--- config.mk ---
export PLATFORM = sky130hd
export DESIGN_NAME = div_unit
export DESIGN_NICKNAME = d
export VERILOG_FILES = /design/src/design/div_cmd_pkg.sv /design/src/design/div_status_pkg.sv /design/src/design/div_core.sv /design/src/design/div_decode.sv /design/src/design/div_execute.sv /design/src/design/div_result.sv /design/src/design/div_unit.sv
export VERILOG_INCLUDE_DIRS = /design/src /design/src/design
export SDC_FILE = /design/constraint.sdc
export NUM_CORES = 1
export LEC_CHECK = 0
export BUFFER_PORTS_ARGS = -buffer_cell sky130_fd_sc_hd__buf_2
export CORE_ASPECT_RATIO = 1.25
export CORE_MARGIN = 4
export CORE_UTILIZATION = 51
export CTS_BUF_LIST = sky130_fd_sc_hd__clkbuf_16
export CTS_CLUSTER_DIAMETER = 80
export CTS_CLUSTER_SIZE = 14
export DETAILED_ROUTE_END_ITERATION = 10
export GPL_TIMING_DRIVEN = 0
export PLACE_DENSITY = 0.69
export SETUP_SLACK_MARGIN = 0.3
export SLEW_MARGIN = 20
export SYNTH_ARGS = -nofsm -noshare
export SYNTH_HDL_FRONTEND = slang
export SYNTH_HIERARCHICAL = 1
export SYNTH_SLANG_ARGS = --single-unit
--- constraint.sdc ---
create_clock -name clk -period 57.3 [get_ports clk]
set_clock_uncertainty 0.2 [all_clocks]
set_input_delay 11.46 -clock clk [delete_from_list [all_inputs] [get_ports clk]]
set_output_delay 11.46 -clock clk [all_outputs]
set_load 0.02 [all_outputs]
--- src/design/div_params.svh ---
// Divide unit widths
`ifndef DIV_PARAMS_SVH
`define DIV_PARAMS_SVH

// --------------------------------------------------
// Datapath widths
// --------------------------------------------------
`define DIV_A_WIDTH   16	// Dividend and quotient
`define DIV_B_WIDTH   8	// Divisor

// --------------------------------------------------
// Bookkeeping widths
// --------------------------------------------------
`define DIV_TAG_WIDTH 4	// Tag that travels with each divide

// Divide-by-zero event counter, sticks at all ones
`define DIV_CNT_WIDTH 8

`endif

--- src/design/div_cmd_pkg.sv ---
// Divide command opcodes
package div_cmd_pkg;

	// --------------------------------------------------
	// Command opcode
	// --------------------------------------------------
	// The opcode arrives with the command strobe.
	// Only the two divide opcodes start work in the
	// execute stage. A clear only touches the result
	// stage bookkeeping. A no-op is dropped in decode.
	typedef enum logic [1:0]
	{
		OP_NOP  = 2'b00,	// No result
		OP_DIVU = 2'b01,	// Unsigned divide
		OP_DIVS = 2'b10,	// Signed divide, truncates toward zero
		OP_CLR  = 2'b11	// Clears sticky error and counter
	} div_op_t;

	// Bit 0 set with bit 1 clear selects unsigned,
	// bit 1 set with bit 0 clear selects signed.
	// Both bits set is the clear request, so decode
	// compares the whole code rather than single bits

endpackage

--- src/design/div_status_pkg.sv ---
// Divide result status codes
package div_status_pkg;

	// --------------------------------------------------
	// Result status
	// --------------------------------------------------
	// Returned with every quotient. Divide-by-zero
	// wins over overflow when both core flags are set,
	// which the core does not produce today anyway
	typedef enum logic [1:0]
	{
		ST_OK       = 2'b00,	// Normal quotient
		ST_DIV_ZERO = 2'b01,	// Zero divisor, saturated quotient
		ST_OVERFLOW = 2'b10,	// Most negative over minus one
		ST_RSVD     = 2'b11	// Not produced
	} div_status_t;

	// Any code other than ST_OK raises the sticky
	// error flag in the result stage

endpackage

--- src/design/div_core.sv ---
// Combinational integer divider
`timescale 1ns/1ps
`include "div_params.svh"

module div_core
#(
	parameter bit tc_enable = 1'b1	// Zero compiles signed mode out
)
(
	input  logic [`DIV_A_WIDTH-1:0] a,	// Dividend
	input  logic [`DIV_B_WIDTH-1:0] b,	// Divisor
	input  logic                    tc,	// Two's complement mode
	output logic [`DIV_A_WIDTH-1:0] quotient,
	output logic                    divide_by_0,
	output logic                    overflow
);

	localparam int A_W = `DIV_A_WIDTH;
	localparam int B_W = `DIV_B_WIDTH;

	// Saturation values
	localparam logic [A_W-1:0] A_MAX_POS = {1'b0, {(A_W-1){1'b1}}};
	localparam logic [A_W-1:0] A_MAX_NEG = {1'b1, {(A_W-1){1'b0}}};

	logic           signed_mode;	// Mode after the build option
	logic [A_W-1:0] a_mag;	// Dividend magnitude
	logic [B_W-1:0] b_mag;	// Divisor magnitude
	logic [A_W-1:0] q_mag;	// Unsigned quotient of magnitudes
	logic [A_W-1:0] q_signed;
	logic           neg_result;	// Operand signs differ

	// --------------------------------------------------
	// Shift/subtract core
	// --------------------------------------------------
	// Non-restoring loop, one quotient bit per dividend bit.
	// The partial remainder is one bit wider than the divisor
	// and stays in [-d, d), so its sign bit picks add or subtract
	function automatic logic [A_W-1:0] nr_divide
	(
		input logic [A_W-1:0] n,
		input logic [B_W-1:0] d
	);
		logic [B_W:0]   rem;	// Signed partial remainder
		logic [B_W:0]   d_ext;
		logic [A_W-1:0] q;
		int             i;

		rem = '0;
		d_ext = {1'b0, d};
		q = '0;
		for (i = A_W - 1; i >= 0; i--)
		begin
			if (rem[B_W])	// Negative, add back
			begin
				rem = {rem[B_W-1:0], n[i]} + d_ext;
			end
			else
			begin
				rem = {rem[B_W-1:0], n[i]} - d_ext;
			end
			q[i] = ~rem[B_W];	// Positive remainder gives a one
		end
		return q;
	endfunction

	// --------------------------------------------------
	// Operand conditioning
	// --------------------------------------------------
	assign signed_mode = tc & tc_enable;

	// Most negative dividend maps onto its own pattern, read as unsigned
	assign a_mag = (signed_mode && a[A_W-1]) ? (~a + 1'b1) : a;
	assign b_mag = (signed_mode && b[B_W-1]) ? (~b + 1'b1) : b;

	assign q_mag = nr_divide(a_mag, b_mag);

	// Negate on differing signs, truncates toward zero
	assign neg_result = signed_mode & (a[A_W-1] ^ b[B_W-1]);
	assign q_signed   = neg_result ? (~q_mag + 1'b1) : q_mag;

	// --------------------------------------------------
	// Flags and saturation
	// --------------------------------------------------
	assign divide_by_0 = ~|b;
	assign overflow    = signed_mode && (a == A_MAX_NEG) && (&b);	// -max / -1

	always_comb
	begin
		if (divide_by_0)
		begin
			if (signed_mode)
			begin
				quotient = a[A_W-1] ? A_MAX_NEG : A_MAX_POS;	// Sign of dividend
			end
			else
			begin
				quotient = {A_W{1'b1}};	// Unsigned all ones
			end
		end
		else if (overflow)
		begin
			quotient = A_MAX_POS;	// +max stands in for +2^(A_W-1)
		end
		else
		begin
			quotient = q_signed;
		end
	end

endmodule

--- src/design/div_decode.sv ---
// Command decode stage
`timescale 1ns/1ps
`include "div_params.svh"

module div_decode
(
	input  logic                      clk,
	input  logic                      reset,	// Synchronous, active high
	input  logic                      cmd_valid,	// One-cycle strobe
	input  div_cmd_pkg::div_op_t      cmd_op,
	input  logic [`DIV_A_WIDTH-1:0]   cmd_a,
	input  logic [`DIV_B_WIDTH-1:0]   cmd_b,
	input  logic [`DIV_TAG_WIDTH-1:0] cmd_tag,
	output logic                      dec_valid,	// Divide in decode
	output logic                      dec_signed,	// Core mode
	output logic [`DIV_A_WIDTH-1:0]   dec_a,
	output logic [`DIV_B_WIDTH-1:0]   dec_b,
	output logic [`DIV_TAG_WIDTH-1:0] dec_tag,
	output logic                      dec_clr	// Clear request pulse
);

	import div_cmd_pkg::*;

	logic is_div;	// Strobe carries a divide
	logic is_clr;	// Strobe carries a clear

	// --------------------------------------------------
	// Opcode decode
	// --------------------------------------------------
	// NOP falls through both terms and is dropped here
	assign is_div = cmd_valid && ((cmd_op == OP_DIVU) || (cmd_op == OP_DIVS));
	assign is_clr = cmd_valid && (cmd_op == OP_CLR);

	// --------------------------------------------------
	// Control register
	// --------------------------------------------------
	always_ff @(posedge clk)
	begin
		if (reset)
		begin
			dec_valid <= 1'b0;
			dec_clr   <= 1'b0;
		end
		else
		begin
			dec_valid <= is_div;
			dec_clr   <= is_clr;	// Single cycle, follows the strobe
		end
	end

	// --------------------------------------------------
	// Operand register
	// --------------------------------------------------
	// loaded on divides only, idle cycles leave it still
	always_ff @(posedge clk)
	begin
		if (is_div)
		begin
			dec_a      <= cmd_a;
			dec_b      <= cmd_b;
			dec_tag    <= cmd_tag;
			dec_signed <= (cmd_op == OP_DIVS);	// Two's complement mode
		end
	end

endmodule

--- src/design/div_execute.sv ---
// Divide execute stage
`timescale 1ns/1ps
`include "div_params.svh"

module div_execute
(
	input  logic                      clk,
	input  logic                      reset,	// Synchronous, active high
	input  logic                      dec_valid,
	input  logic                      dec_signed,
	input  logic [`DIV_A_WIDTH-1:0]   dec_a,
	input  logic [`DIV_B_WIDTH-1:0]   dec_b,
	input  logic [`DIV_TAG_WIDTH-1:0] dec_tag,
	input  logic                      dec_clr,
	output logic                      ex_valid,
	output logic [`DIV_TAG_WIDTH-1:0] ex_tag,
	output logic [`DIV_A_WIDTH-1:0]   ex_quotient,
	output logic                      ex_div_by_0,
	output logic                      ex_overflow,	// Signed -max / -1
	output logic                      ex_clr	// Clear, one stage later
);

	logic [`DIV_A_WIDTH-1:0] core_quotient;
	logic                    core_div_by_0;
	logic                    core_overflow;

	// --------------------------------------------------
	// Divider core
	// --------------------------------------------------
	// Full combinational divide sits between the decode
	// and execute registers, the longest path in the unit
	div_core
	#(
		.tc_enable (1'b1)
	)
	u_core
	(
		.a           (dec_a),
		.b           (dec_b),
		.tc          (dec_signed),
		.quotient    (core_quotient),
		.divide_by_0 (core_div_by_0),
		.overflow    (core_overflow)
	);

	// --------------------------------------------------
	// Stage registers
	// --------------------------------------------------
	always_ff @(posedge clk)
	begin
		if (reset)
		begin
			ex_valid <= 1'b0;
			ex_clr   <= 1'b0;
		end
		else
		begin
			ex_valid <= dec_valid;
			ex_clr   <= dec_clr;	// Keeps clear aligned with results
		end
	end

	// Payload follows its valid, no reset
	always_ff @(posedge clk)
	begin
		if (dec_valid)
		begin
			ex_tag      <= dec_tag;
			ex_quotient <= core_quotient;
			ex_div_by_0 <= core_div_by_0;
			ex_overflow <= core_overflow;
		end
	end

endmodule

--- src/design/div_result.sv ---
// Divide result stage
`timescale 1ns/1ps
`include "div_params.svh"

module div_result
(
	input  logic                             clk,
	input  logic                             reset,	// Synchronous, active high
	input  logic                             ex_valid,
	input  logic [`DIV_TAG_WIDTH-1:0]        ex_tag,
	input  logic [`DIV_A_WIDTH-1:0]          ex_quotient,
	input  logic                             ex_div_by_0,
	input  logic                             ex_overflow,
	input  logic                             ex_clr,
	output logic                             res_valid,	// One-cycle result strobe
	output logic [`DIV_TAG_WIDTH-1:0]        res_tag,
	output logic [`DIV_A_WIDTH-1:0]          res_quotient,
	output div_status_pkg::div_status_t      res_status,
	output logic                             err_sticky,	// Any non-OK since clear
	output logic [`DIV_CNT_WIDTH-1:0]        dz_count	// Divide-by-zero results
);

	import div_status_pkg::*;

	localparam logic [`DIV_CNT_WIDTH-1:0] CNT_MAX = {`DIV_CNT_WIDTH{1'b1}};

	div_status_t status_next;	// Status for the result in execute

	// --------------------------------------------------
	// Status encode
	// --------------------------------------------------
	// Zero divisor first, overflow only comes from signed mode
	always_comb
	begin
		if (ex_div_by_0)
			status_next = ST_DIV_ZERO;
		else if (ex_overflow)
			status_next = ST_OVERFLOW;
		else
			status_next = ST_OK;
	end

	// --------------------------------------------------
	// Result register
	// --------------------------------------------------
	always_ff @(posedge clk)
	begin
		if (reset)
			res_valid <= 1'b0;
		else
			res_valid <= ex_valid;
	end

	always_ff @(posedge clk)
	begin
		if (ex_valid)
		begin
			res_tag      <= ex_tag;
			res_quotient <= ex_quotient;
			res_status   <= status_next;
		end
	end

	// --------------------------------------------------
	// Error bookkeeping
	// --------------------------------------------------
	// Clear has priority, a divide on the same edge is not counted
	always_ff @(posedge clk)
	begin
		if (reset || ex_clr)
		begin
			err_sticky <= 1'b0;
			dz_count   <= '0;
		end
		else if (ex_valid)
		begin
			if (status_next != ST_OK)
				err_sticky <= 1'b1;	// Held until the next clear
			if ((status_next == ST_DIV_ZERO) && (dz_count != CNT_MAX))
				dz_count <= dz_count + 1'b1;	// Saturating
		end
	end

endmodule

--- src/design/div_unit.sv ---
// Pipelined divide unit top
`timescale 1ns/1ps
`include "div_params.svh"

module div_unit
(
	input  logic                        clk,
	input  logic                        reset,	// Synchronous, active high
	input  logic                        cmd_valid,	// Every strobe is taken
	input  div_cmd_pkg::div_op_t        cmd_op,
	input  logic [`DIV_A_WIDTH-1:0]     cmd_a,
	input  logic [`DIV_B_WIDTH-1:0]     cmd_b,
	input  logic [`DIV_TAG_WIDTH-1:0]   cmd_tag,
	output logic                        res_valid,	// Three cycles after the strobe
	output logic [`DIV_TAG_WIDTH-1:0]   res_tag,
	output logic [`DIV_A_WIDTH-1:0]     res_quotient,
	output div_status_pkg::div_status_t res_status,
	output logic                        err_sticky,
	output logic [`DIV_CNT_WIDTH-1:0]   dz_count
);

	// --------------------------------------------------
	// Decode to execute
	// --------------------------------------------------
	logic                      dec_valid;
	logic                      dec_signed;
	logic [`DIV_A_WIDTH-1:0]   dec_a;
	logic [`DIV_B_WIDTH-1:0]   dec_b;
	logic [`DIV_TAG_WIDTH-1:0] dec_tag;
	logic                      dec_clr;

	// --------------------------------------------------
	// Execute to result
	// --------------------------------------------------
	logic                      ex_valid;
	logic [`DIV_TAG_WIDTH-1:0] ex_tag;
	logic [`DIV_A_WIDTH-1:0]   ex_quotient;
	logic                      ex_div_by_0;
	logic                      ex_overflow;
	logic                      ex_clr;

	div_decode u_decode
	(
		.clk        (clk),
		.reset      (reset),
		.cmd_valid  (cmd_valid),
		.cmd_op     (cmd_op),
		.cmd_a      (cmd_a),
		.cmd_b      (cmd_b),
		.cmd_tag    (cmd_tag),
		.dec_valid  (dec_valid),
		.dec_signed (dec_signed),
		.dec_a      (dec_a),
		.dec_b      (dec_b),
		.dec_tag    (dec_tag),
		.dec_clr    (dec_clr)
	);

	div_execute u_execute
	(
		.clk         (clk),
		.reset       (reset),
		.dec_valid   (dec_valid),
		.dec_signed  (dec_signed),
		.dec_a       (dec_a),
		.dec_b       (dec_b),
		.dec_tag     (dec_tag),
		.dec_clr     (dec_clr),
		.ex_valid    (ex_valid),
		.ex_tag      (ex_tag),
		.ex_quotient (ex_quotient),
		.ex_div_by_0 (ex_div_by_0),
		.ex_overflow (ex_overflow),
		.ex_clr      (ex_clr)
	);

	div_result u_result
	(
		.clk          (clk),
		.reset        (reset),
		.ex_valid     (ex_valid),
		.ex_tag       (ex_tag),
		.ex_quotient  (ex_quotient),
		.ex_div_by_0  (ex_div_by_0),
		.ex_overflow  (ex_overflow),
		.ex_clr       (ex_clr),
		.res_valid    (res_valid),
		.res_tag      (res_tag),
		.res_quotient (res_quotient),
		.res_status   (res_status),
		.err_sticky   (err_sticky),
		.dz_count     (dz_count)
	);

endmodule

# Word-level counts from Yosys, hierarchy flattened
# Cells that the tools add are included.
# W data, S select, Z words.
# word_totals
out_inout_bits,32
input_bits,33
wordCells,119
ff_bits,87
# classes
n_bitwise,21
reduce_logical,15
add_sub_neg,35
eq_ne,6
n_mux,24
# op_table
operator,n
$add A9 B8 Y9,15
$mux W9,15
$sub A9 B8 Y9,15
$mux W16,6
$add A16 B1 Y16 const B,2
$not A16 Y16,2
$add A8 B1 Y8 const B,2
$eq A16 B16 Y1 const B,1
$not A1 Y1,16
$sub A1 B8 Y9,1
$mux W8,1
$ne A8 B8 Y1 const B,1
$not A8 Y8,1
$reduce_and A8 Y1,1
$reduce_or A8 Y1,1
$logic_and A1 B1 Y1,7
$eq A2 B1 Y1 const B,2
$eq A2 B2 Y1 const B,2
$mux W2,2
$reduce_and A2 Y1,2
$logic_or A1 B1 Y1,2
$reduce_bool A2 Y1,1
$and A1 B1 Y1,1
$logic_not A1 Y1,1
$xor A1 B1 Y1,1

# Depth between registers and ports, before layout
# Gate-level depths: netlist of the first run.
# depth
depth_word,40
depth_mapped,191
mapped_depth_nobuf,188

# Cells and area by module
# Netlist of the first run, hierarchy kept.
# by_module_without_submodules
mod,cells_each,instances,area_each_um2,seq_area_each_um2
div_core,1027,1,7721.2,0.0
div_result,72,1,1154.9,860.8
div_decode,37,1,967.2,910.9
div_execute,26,1,713.2,700.7

# Worst setup path before layout of the first run
# No wires, ideal clock.
# synth_path
kind,register -> register
startpoint,register u_decode.dec_b[0]
endpoint,"register u_execute.ex_quotient[14], data pin"
path_buffers,5
arrival_time_ns,38.493
t_required_ns,56.807
path_slack_ns,18.314
setup_time_ns,0.293
stages_incl_launch_ff,178
synth_period_minus_slack_ns,38.986
path_cell_list,edfxtp_1 -> clkbuf_1 -> clkinv_1 -> ha_1 -> mux2i_4 -> clkbuf_1 -> ha_1 -> nand3_1 -> nor2_1 -> nand2_1 -> xor2_1 -> fa_1 -> a21o_1 -> a21oi_1 -> nor2b_1 -> o21ai_0 -> a211oi_1 -> xor2_1 -> (+142 left out) -> nand2_1 -> xor2_1 -> ha_1 -> a31o_2 -> a21o_1 -> a21o_1 -> a21o_1 -> a21o_1 -> a21o_1 -> a21oi_1 -> xnor2_1 -> xnor2_1 -> ha_1 -> nand2_1 -> nor4b_2 -> nand3_1 -> o41ai_1 -> a211oi_1
# synth_between
elab_chain_len,39
elab_cells_between_ends,72
cone_classes,add/sub: 33; mux: 19; bitwise: 17; reduce/logical: 3
# synth_lines
item,line_no,rtl
from (decl),div_decode.sv:17,"output logic [`DIV_B_WIDTH-1:0] dec_b,"
from (signal assigned),div_decode.sv:60,dec_b <= cmd_b;
$not A8 Y8,div_core.sv:73,assign b_mag = (signed_mode && b[B_W-1]) ? (~b + 1'b1) : b;
$add A8 B1 Y8,div_core.sv:73,
$mux W8,div_core.sv:73,
$sub A1 B8 Y9,div_core.sv:59,"rem = {rem[B_W-1:0], n[i]} - d_ext;"
$sub A9 B8 Y9 / $add A9 B8 Y9 (equally long branches),"div_core.sv:59, div_core.sv:55",
$mux W9,div_core.sv:53,if (rem[B_W])
$sub A9 B8 Y9 / $add A9 B8 Y9 (equally long branches),"div_core.sv:59, div_core.sv:55",
$mux W9,div_core.sv:53,
(+24 left out),-,
$mux W9,div_core.sv:53,
$not A1 Y1,div_core.sv:61,q[i] = ~rem[B_W];
$not A16 Y16,div_core.sv:79,assign q_signed = neg_result ? (~q_mag + 1'b1) : q_mag;
$add A16 B1 Y16,div_core.sv:79,
$mux W16,div_core.sv:79,
$mux W16,div_core.sv:100,else if (overflow)
$mux W16 (*),div_core.sv:89,if (divide_by_0)
via u_execute.core_quotient[14],div_execute.sv:23,logic [`DIV_A_WIDTH-1:0] core_quotient;
to (signal assigned),div_execute.sv:69,ex_quotient <= core_quotient;
to (decl),div_execute.sv:17,"output logic [`DIV_A_WIDTH-1:0] ex_quotient,"
# The timed path passes the listed nets; every way through them passes the cells marked *.
# A chain may end at the register's enable or synchronous reset.

# Final worst setup path of the first run
# Ends and elaborated chain as after synthesis.

==> metrics.txt, run 1 <==
R2R setup slack ~7.2 ns; CTS tree built; Max clock buf depth 2; post-synthesis simple-gate area fraction 15.1%; status finished clean; Crit path top cell by count xnor2_1; vias in the first global route about 8.1k; post-synth cell types 84; DR WL/cell 17.1 um; fmax ~20 MHz; largest cells by area after synthesis edfxtp_1 (21%), ha_1 (15%), xnor2_1 (14%); R2R Path End u_execute/ex_quotient[14]; worst setup margin between 7 and 8 ns; Crit path depth 180; Total Wirelength between 20 and 30 mm; initial antenna violation count 0; Die Width about 140 um; clk root buf clkbuf_16; critical path arrival 49.94 ns; slowest stage cell, crit path edfxtp_1; Placer Congestion ~0.9; antenna cells 0; CTS buffer count 9; Clock Sinks 87; largest net degree at the start of global routing 30; Placed Cells incl. Taps ~1.5k; Rel. slew slack 26.5%; first-pass GRT wire length about 40 mm; Yosys warnings 6; xor/xnor share of the synthesized area 24.7%; Worst setup EP type register; CP startpoint kind register; # hold bufs at CTS 0; register area share after synthesis between 20% and 30%; Synth Flop Type edfxtp_1; Layout Cells excl Fill roughly 1.5k; Residual DRC 0; IO Count between 60 and 70; Via density between 5 and 6; Total GRT Usage approximately 22%; fin crit period 50.09 ns; share of post-route cells with drive strength above 1 around 10%; synth cell count leaders xnor2_1 (169), ha_1 (128), nor2_1 (124); max-slew violations 0; Setup TNS 0 ns; final hold violation count 0; dpl cell area roughly 0.011 mm2; area fraction of the dominant cell type after synthesis 20.8%; H-tree levels 3; CP top delay family XOR/XNOR gates; Cells after Synth between 1k and 1.5k; Adder-Cell Fraction of Synth Area roughly 18%; post-synthesis register bit count between 80 and 90; post-detail-place hpwl 20.3 mm; reg2reg path depth 180; crit path to u_execute/ex_quotient[14]; final setup violation count 0; total nets after synthesis approximately 1.3k; Die ar. 0.0231 mm2; mux share of post-synthesis cell area less than 1%; ys async rst share 0%; count leader, synth xnor2_1; Yosys top cell by area edfxtp_1; Slew @ Worst Pin 1.10 ns; Hold Crit Class register to register; final net count approximately 1.4k; crit-path max FO 20; Post-synth EDFFs 73; RSZ-0062 raised after global routing no; Final ANT Viol Nets 0; post-CTS resize count 0; Design Area, Final approximately 0.012 mm2; CP bufs+invs 9; Max-cap violations 0; fin crit share between 80 and 90%; Slowest Stage Delay on Critical Path ~0.97 ns; aggregate global routing overflow 0; Die Span Y between 150 and 200 um; complex-gate fraction of the synthesized area between 15 and 20%; syn avg cell area between 9 and 10 um2; Initial Utilization a little over half; CP Launch Point u_decode/dec_b[0]; Reg-to-Reg Start u_decode/dec_b[0]; Reg clk slew, reported paths 0.07 ns; Row Count between 50 and 60; largest family of logic cells by synthesized area XOR/XNOR gates; Syn-to-layout area delta 9.53%; worst slack, placed between 7 and 8 ns; Setup Buffers After CTS 0; IO buf count 64; via count approximately 8.4k; Req. time, crit path roughly 57 ns; DRT Pass-1 Iters 5; mapped cell area between 0.01 and 0.015 mm2; Crit Path Category register to register; DRT iter0 DRCs approximately 410; Worst-Skew Late Latency ~0.34 ns; core box area 0.0202 mm2
worst min-delay path by stage:
stage,endpoint,slack (ns),depth (start not counted),start
floorplan,u_execute/ex_tag[0],0.20,0,u_decode/dec_tag[0]
global placement,u_result/res_quotient[0],0.20,0,u_execute/ex_quotient[0]
detailed placement,u_result/res_quotient[5],0.20,0,u_execute/ex_quotient[5]
CTS,u_result/res_quotient[5],0.22,0,u_execute/ex_quotient[5]
global route,u_result/res_quotient[11],0.23,0,u_execute/ex_quotient[11]
finish,u_result/res_quotient[5],0.22,0,u_execute/ex_quotient[5]
cell usage in the layout, fill, tap and decap left out, types with 40 or more instances in the layout:
cell type and n:
a21oi_1 92, buf_2 70, edfxtp_1 73, ha_1 128
inv_1 42, nand2_1 85, nor2_1 124, o21ai_0 40
xnor2_1 167, xor2_1 89
registers in the layout, summed over array words and instances, names as in the netlist:
signal,cells
u_decode/dec_clr,1
u_result/err_sticky,1
u_result/res_valid,1
u_execute/ex_quotient,16
u_result/res_status,2
u_result/res_quotient,16
u_decode/dec_tag,4
u_execute/ex_clr,1
u_execute/ex_overflow,1
u_execute/ex_valid,1
u_result/dz_count,8
u_decode/dec_valid,1
u_decode/dec_signed,1
u_decode/dec_b,8
u_execute/ex_tag,4
u_decode/dec_a,16
u_execute/ex_div_by_0,1
u_result/res_tag,4
per-stage QoR:
step / utilization, % / hold slack [ns]
final: 57.1 / 0.217
after global routing: 57.1 / 0.225
after CTS: 57.0 / 0.219
after detailed placement: 55.6 / 0.205
after global placement: 55.4 / 0.201
after floorplan: - / 0.200
layer usage:
metal	vias to the layer above	wire length, um	track usage (%)
met5	-	0	0
met4	0	1100	9.56
met1	3947	10800	27.7
met2	214	12700	38.8
met3	50	1310	2.91
li1	4230	-	-
final cells by class:
class,instances,area [um2]
plain buffers,31,139
clock buffers,9,225
clock inverters,7,75.1
fillers,1813,8680
inverters,44,165
multi-input cells,1000,7820
flip-flops and latches,87,2470
well taps,270,338
repair buffers,65,332
cells by family (layout without fill, tap and decap cells):
| logic type | count (synthesis) | count (layout) |
|---|---|---|
| compound gates | 250 | 250 |
| xor+xnor | 275 | 275 |
| fa+ha+maj | 142 | 142 |
| buf+inv | 75 | 156 |
| flops | 87 | 87 |
| mux | 5 | 5 |
| simple gates | 328 | 328 |
Power of run 1 is not shown: default switching activity piles up to over one toggle a cycle in this logic, so the estimate is an artifact.
==> run 2, diff against run 1 <==
--- a/config.mk
+++ b/config.mk
@@ -9,13 +9,12 @@
 export BUFFER_PORTS_ARGS = -buffer_cell sky130_fd_sc_hd__buf_2
 export CORE_ASPECT_RATIO = 1.25
 export CORE_MARGIN = 4
-export CORE_UTILIZATION = 51
+export CORE_UTILIZATION = 45
 export CTS_BUF_LIST = sky130_fd_sc_hd__clkbuf_16
 export CTS_CLUSTER_DIAMETER = 80
 export CTS_CLUSTER_SIZE = 14
 export DETAILED_ROUTE_END_ITERATION = 10
 export GPL_TIMING_DRIVEN = 0
-export PLACE_DENSITY = 0.69
 export SETUP_SLACK_MARGIN = 0.3
 export SLEW_MARGIN = 20
 export SYNTH_ARGS = -nofsm -noshare
==> run 2 against run 1 <==
Sequential share of layout area hardly changed. Sequential cell count unchanged. Cell area is 0.21% higher. Via count down 0.28%. Non-clock buffer count is the same. Setup slack got worse by 0.062 ns. Wire length is 3.4% higher. Die area grew 13%. Maximum frequency down 0.12%. Hold slack better by 0.0018 ns. Clock-buffer cell count unchanged. Critical path depth is 1 lower. Critical path type unchanged.
==> metrics.txt, run 2 (synthesis gave the netlist of run 1 again) <==
core box area 0.0230 mm2 (was 0.0202 mm2); hold path depth 0 (unchanged); Slew @ Worst Pin 1.17 ns (was 1.10 ns); Reg clk slew, reported paths 0.07 ns (about the same); fin crit period 50.15 ns (was 50.09 ns); commonest non-fill, non-tap cells in the layout xnor2_1 (167), ha_1 (128), nor2_1 (124) (unchanged); critical path arrival 50.01 ns (was 49.94 ns); Req. time, crit path 57.16 ns (was 57.15 ns); antenna cells 0 (unchanged); Slowest Stage Delay on Critical Path 0.99 ns (was 0.97 ns); final hold violation count 0 (unchanged); RSZ-0062 raised after global routing no (unchanged); Rel. slew slack 21.5% (was 26.5%); Row Count 62 (was 58); Reg-to-Reg Start u_decode/dec_b[0] (unchanged); FILL cells 2229 (was 1813); post-layout util 50.3% (was 57.1%); max-slew violations 0 (unchanged); Die Width 145 um (was 137 um); fin crit share 87.5% (was 87.4%); final setup violation count 0 (unchanged); sequential cell area 0.00247 mm2 (unchanged); vias in the first global route 8254 (was 8124); R2R setup slack 7.15 ns (was 7.21 ns); fmax 19.9 MHz (was 20.0 MHz); post-CTS resize count 0 (unchanged); area of the multi-input gates 0.00782 mm2 (unchanged); Max clock buf depth 2 (unchanged); Residual DRC 0 (unchanged); most common cell after layout, fill and taps aside xnor2_1 (unchanged); Worst-Skew Late Latency 0.35 ns (was 0.34 ns); IO Count 65 (unchanged); Max-cap violations 0 (unchanged); Hold EP u_result/res_quotient[7] (was u_result/res_quotient[5]); via count 8417 (was 8441); Crit Path Category register to register (unchanged); initial antenna violation count 0 (unchanged); Crit path top cell by count xnor2_1 (unchanged); CTS tree built (unchanged); min-delay src u_execute/ex_quotient[7] (was u_execute/ex_quotient[5]); final net count 1413 (unchanged); # hold bufs at CTS 0 (unchanged); CP startpoint kind register (unchanged); DRT iter0 DRCs 480 (was 413); Worst setup EP type register (unchanged); first-pass GRT wire length 42.4 mm (was 40.7 mm); Syn-to-layout area delta 9.75% (was 9.53%); DRT Pass-1 Iters 5 (unchanged); largest net degree at the start of global routing 30 (unchanged); Total Wirelength 26.8 mm (was 25.9 mm); Via density 5.50 (was 5.58); Total GRT Usage 20.5% (was 22.4%); Placer Congestion 0.922 (was 0.926); Die ar. 0.0260 mm2 (was 0.0231 mm2); Setup Buffers After CTS 0 (unchanged); Hold Crit Class register to register (unchanged); crit-path max FO 20 (unchanged); DR WL/cell 17.5 um (was 17.1 um); reg2reg path depth 179 (was 180); slowest stage cell, crit path edfxtp_1 (unchanged); clk root buf clkbuf_16 (unchanged); Die Span Y 179 um (was 169 um); CTS buffer count 9 (unchanged); H-tree levels 3 (unchanged); post-detail-place hpwl 21.3 mm (was 20.3 mm); Final ANT Viol Nets 0 (unchanged); aggregate global routing overflow 0 (unchanged); Layout Cells excl Fill 1531 (was 1513); share of post-route cells with drive strength above 1 9.98% (unchanged); Placed Cells incl. Taps 1515 (was 1497); largest registers u_decode/dec_a (16), u_execute/ex_quotient (16), u_result/res_quotient (16) (unchanged); Setup TNS 0 ns (unchanged); Initial Utilization 45.8% (was 52.1%); Clock Sinks 87 (unchanged); IO buf count 64 (unchanged); R2R Path End u_execute/ex_quotient[14] (unchanged); status finished clean (unchanged)
-- run 2: layer usage --
metal,wire length [um],GRT usage (%)
met1,11600,25.6
met2,13100,36.3
met3,1020,2.30
met4,1100,8.67
met5,0,0
-- run 2: cell type report --
type,count,area share (%)
multi-input cells,1000,67.5
flip-flops and latches,87,21.3
well taps,288,3.11
repair buffers,65,2.86
clock buffers,9,1.94
inverters,44,1.43
plain buffers,31,1.20
clock inverters,7,0.659
-- run 2: worst max path at each step --
stage	depth (start not counted)	end	slack [ns]	start
2_1_floorplan	177	u_execute/ex_quotient[14]	18.31	u_decode/dec_b[0]
3_3_place_gp	179	u_execute/ex_quotient[14]	7.35	u_decode/dec_b[0]
3_5_place_dp	178	u_execute/ex_quotient[14]	7.28	u_decode/dec_b[0]
4_1_cts	178	u_execute/ex_quotient[14]	7.10	u_decode/dec_b[0]
5_1_grt	178	u_execute/ex_quotient[14]	3.51	u_decode/dec_b[0]
6_report	179	u_execute/ex_quotient[14]	7.15	u_decode/dec_b[0]
-- run 2: critical path: cells and delay by family, from the launching register on --
kind / cells / cell delay [ns]
muxes: 1 / 0.49
adders and majority gates: 18 / 7.57
xor gates and xnor gates: 47 / 17.14
AOI/OAI and AO/OA: 72 / 14.73
buffers and inverters: 9 / 3.45
DFF: 1 / 0.99
and+or+nand+nor: 32 / 5.17
-- run 2: through the flow --
stage	setup WS [ns]	hold WS, ns	cell area [um2]
global placement	7.35	0.201	11200
detailed placement	7.28	0.205	11300
CTS	7.10	0.221	11600
finish	7.15	0.219	11600
floorplan	18.31	0.200	10600
global route	3.51	0.224	11600
Power of run 2 is left out for the same reason.
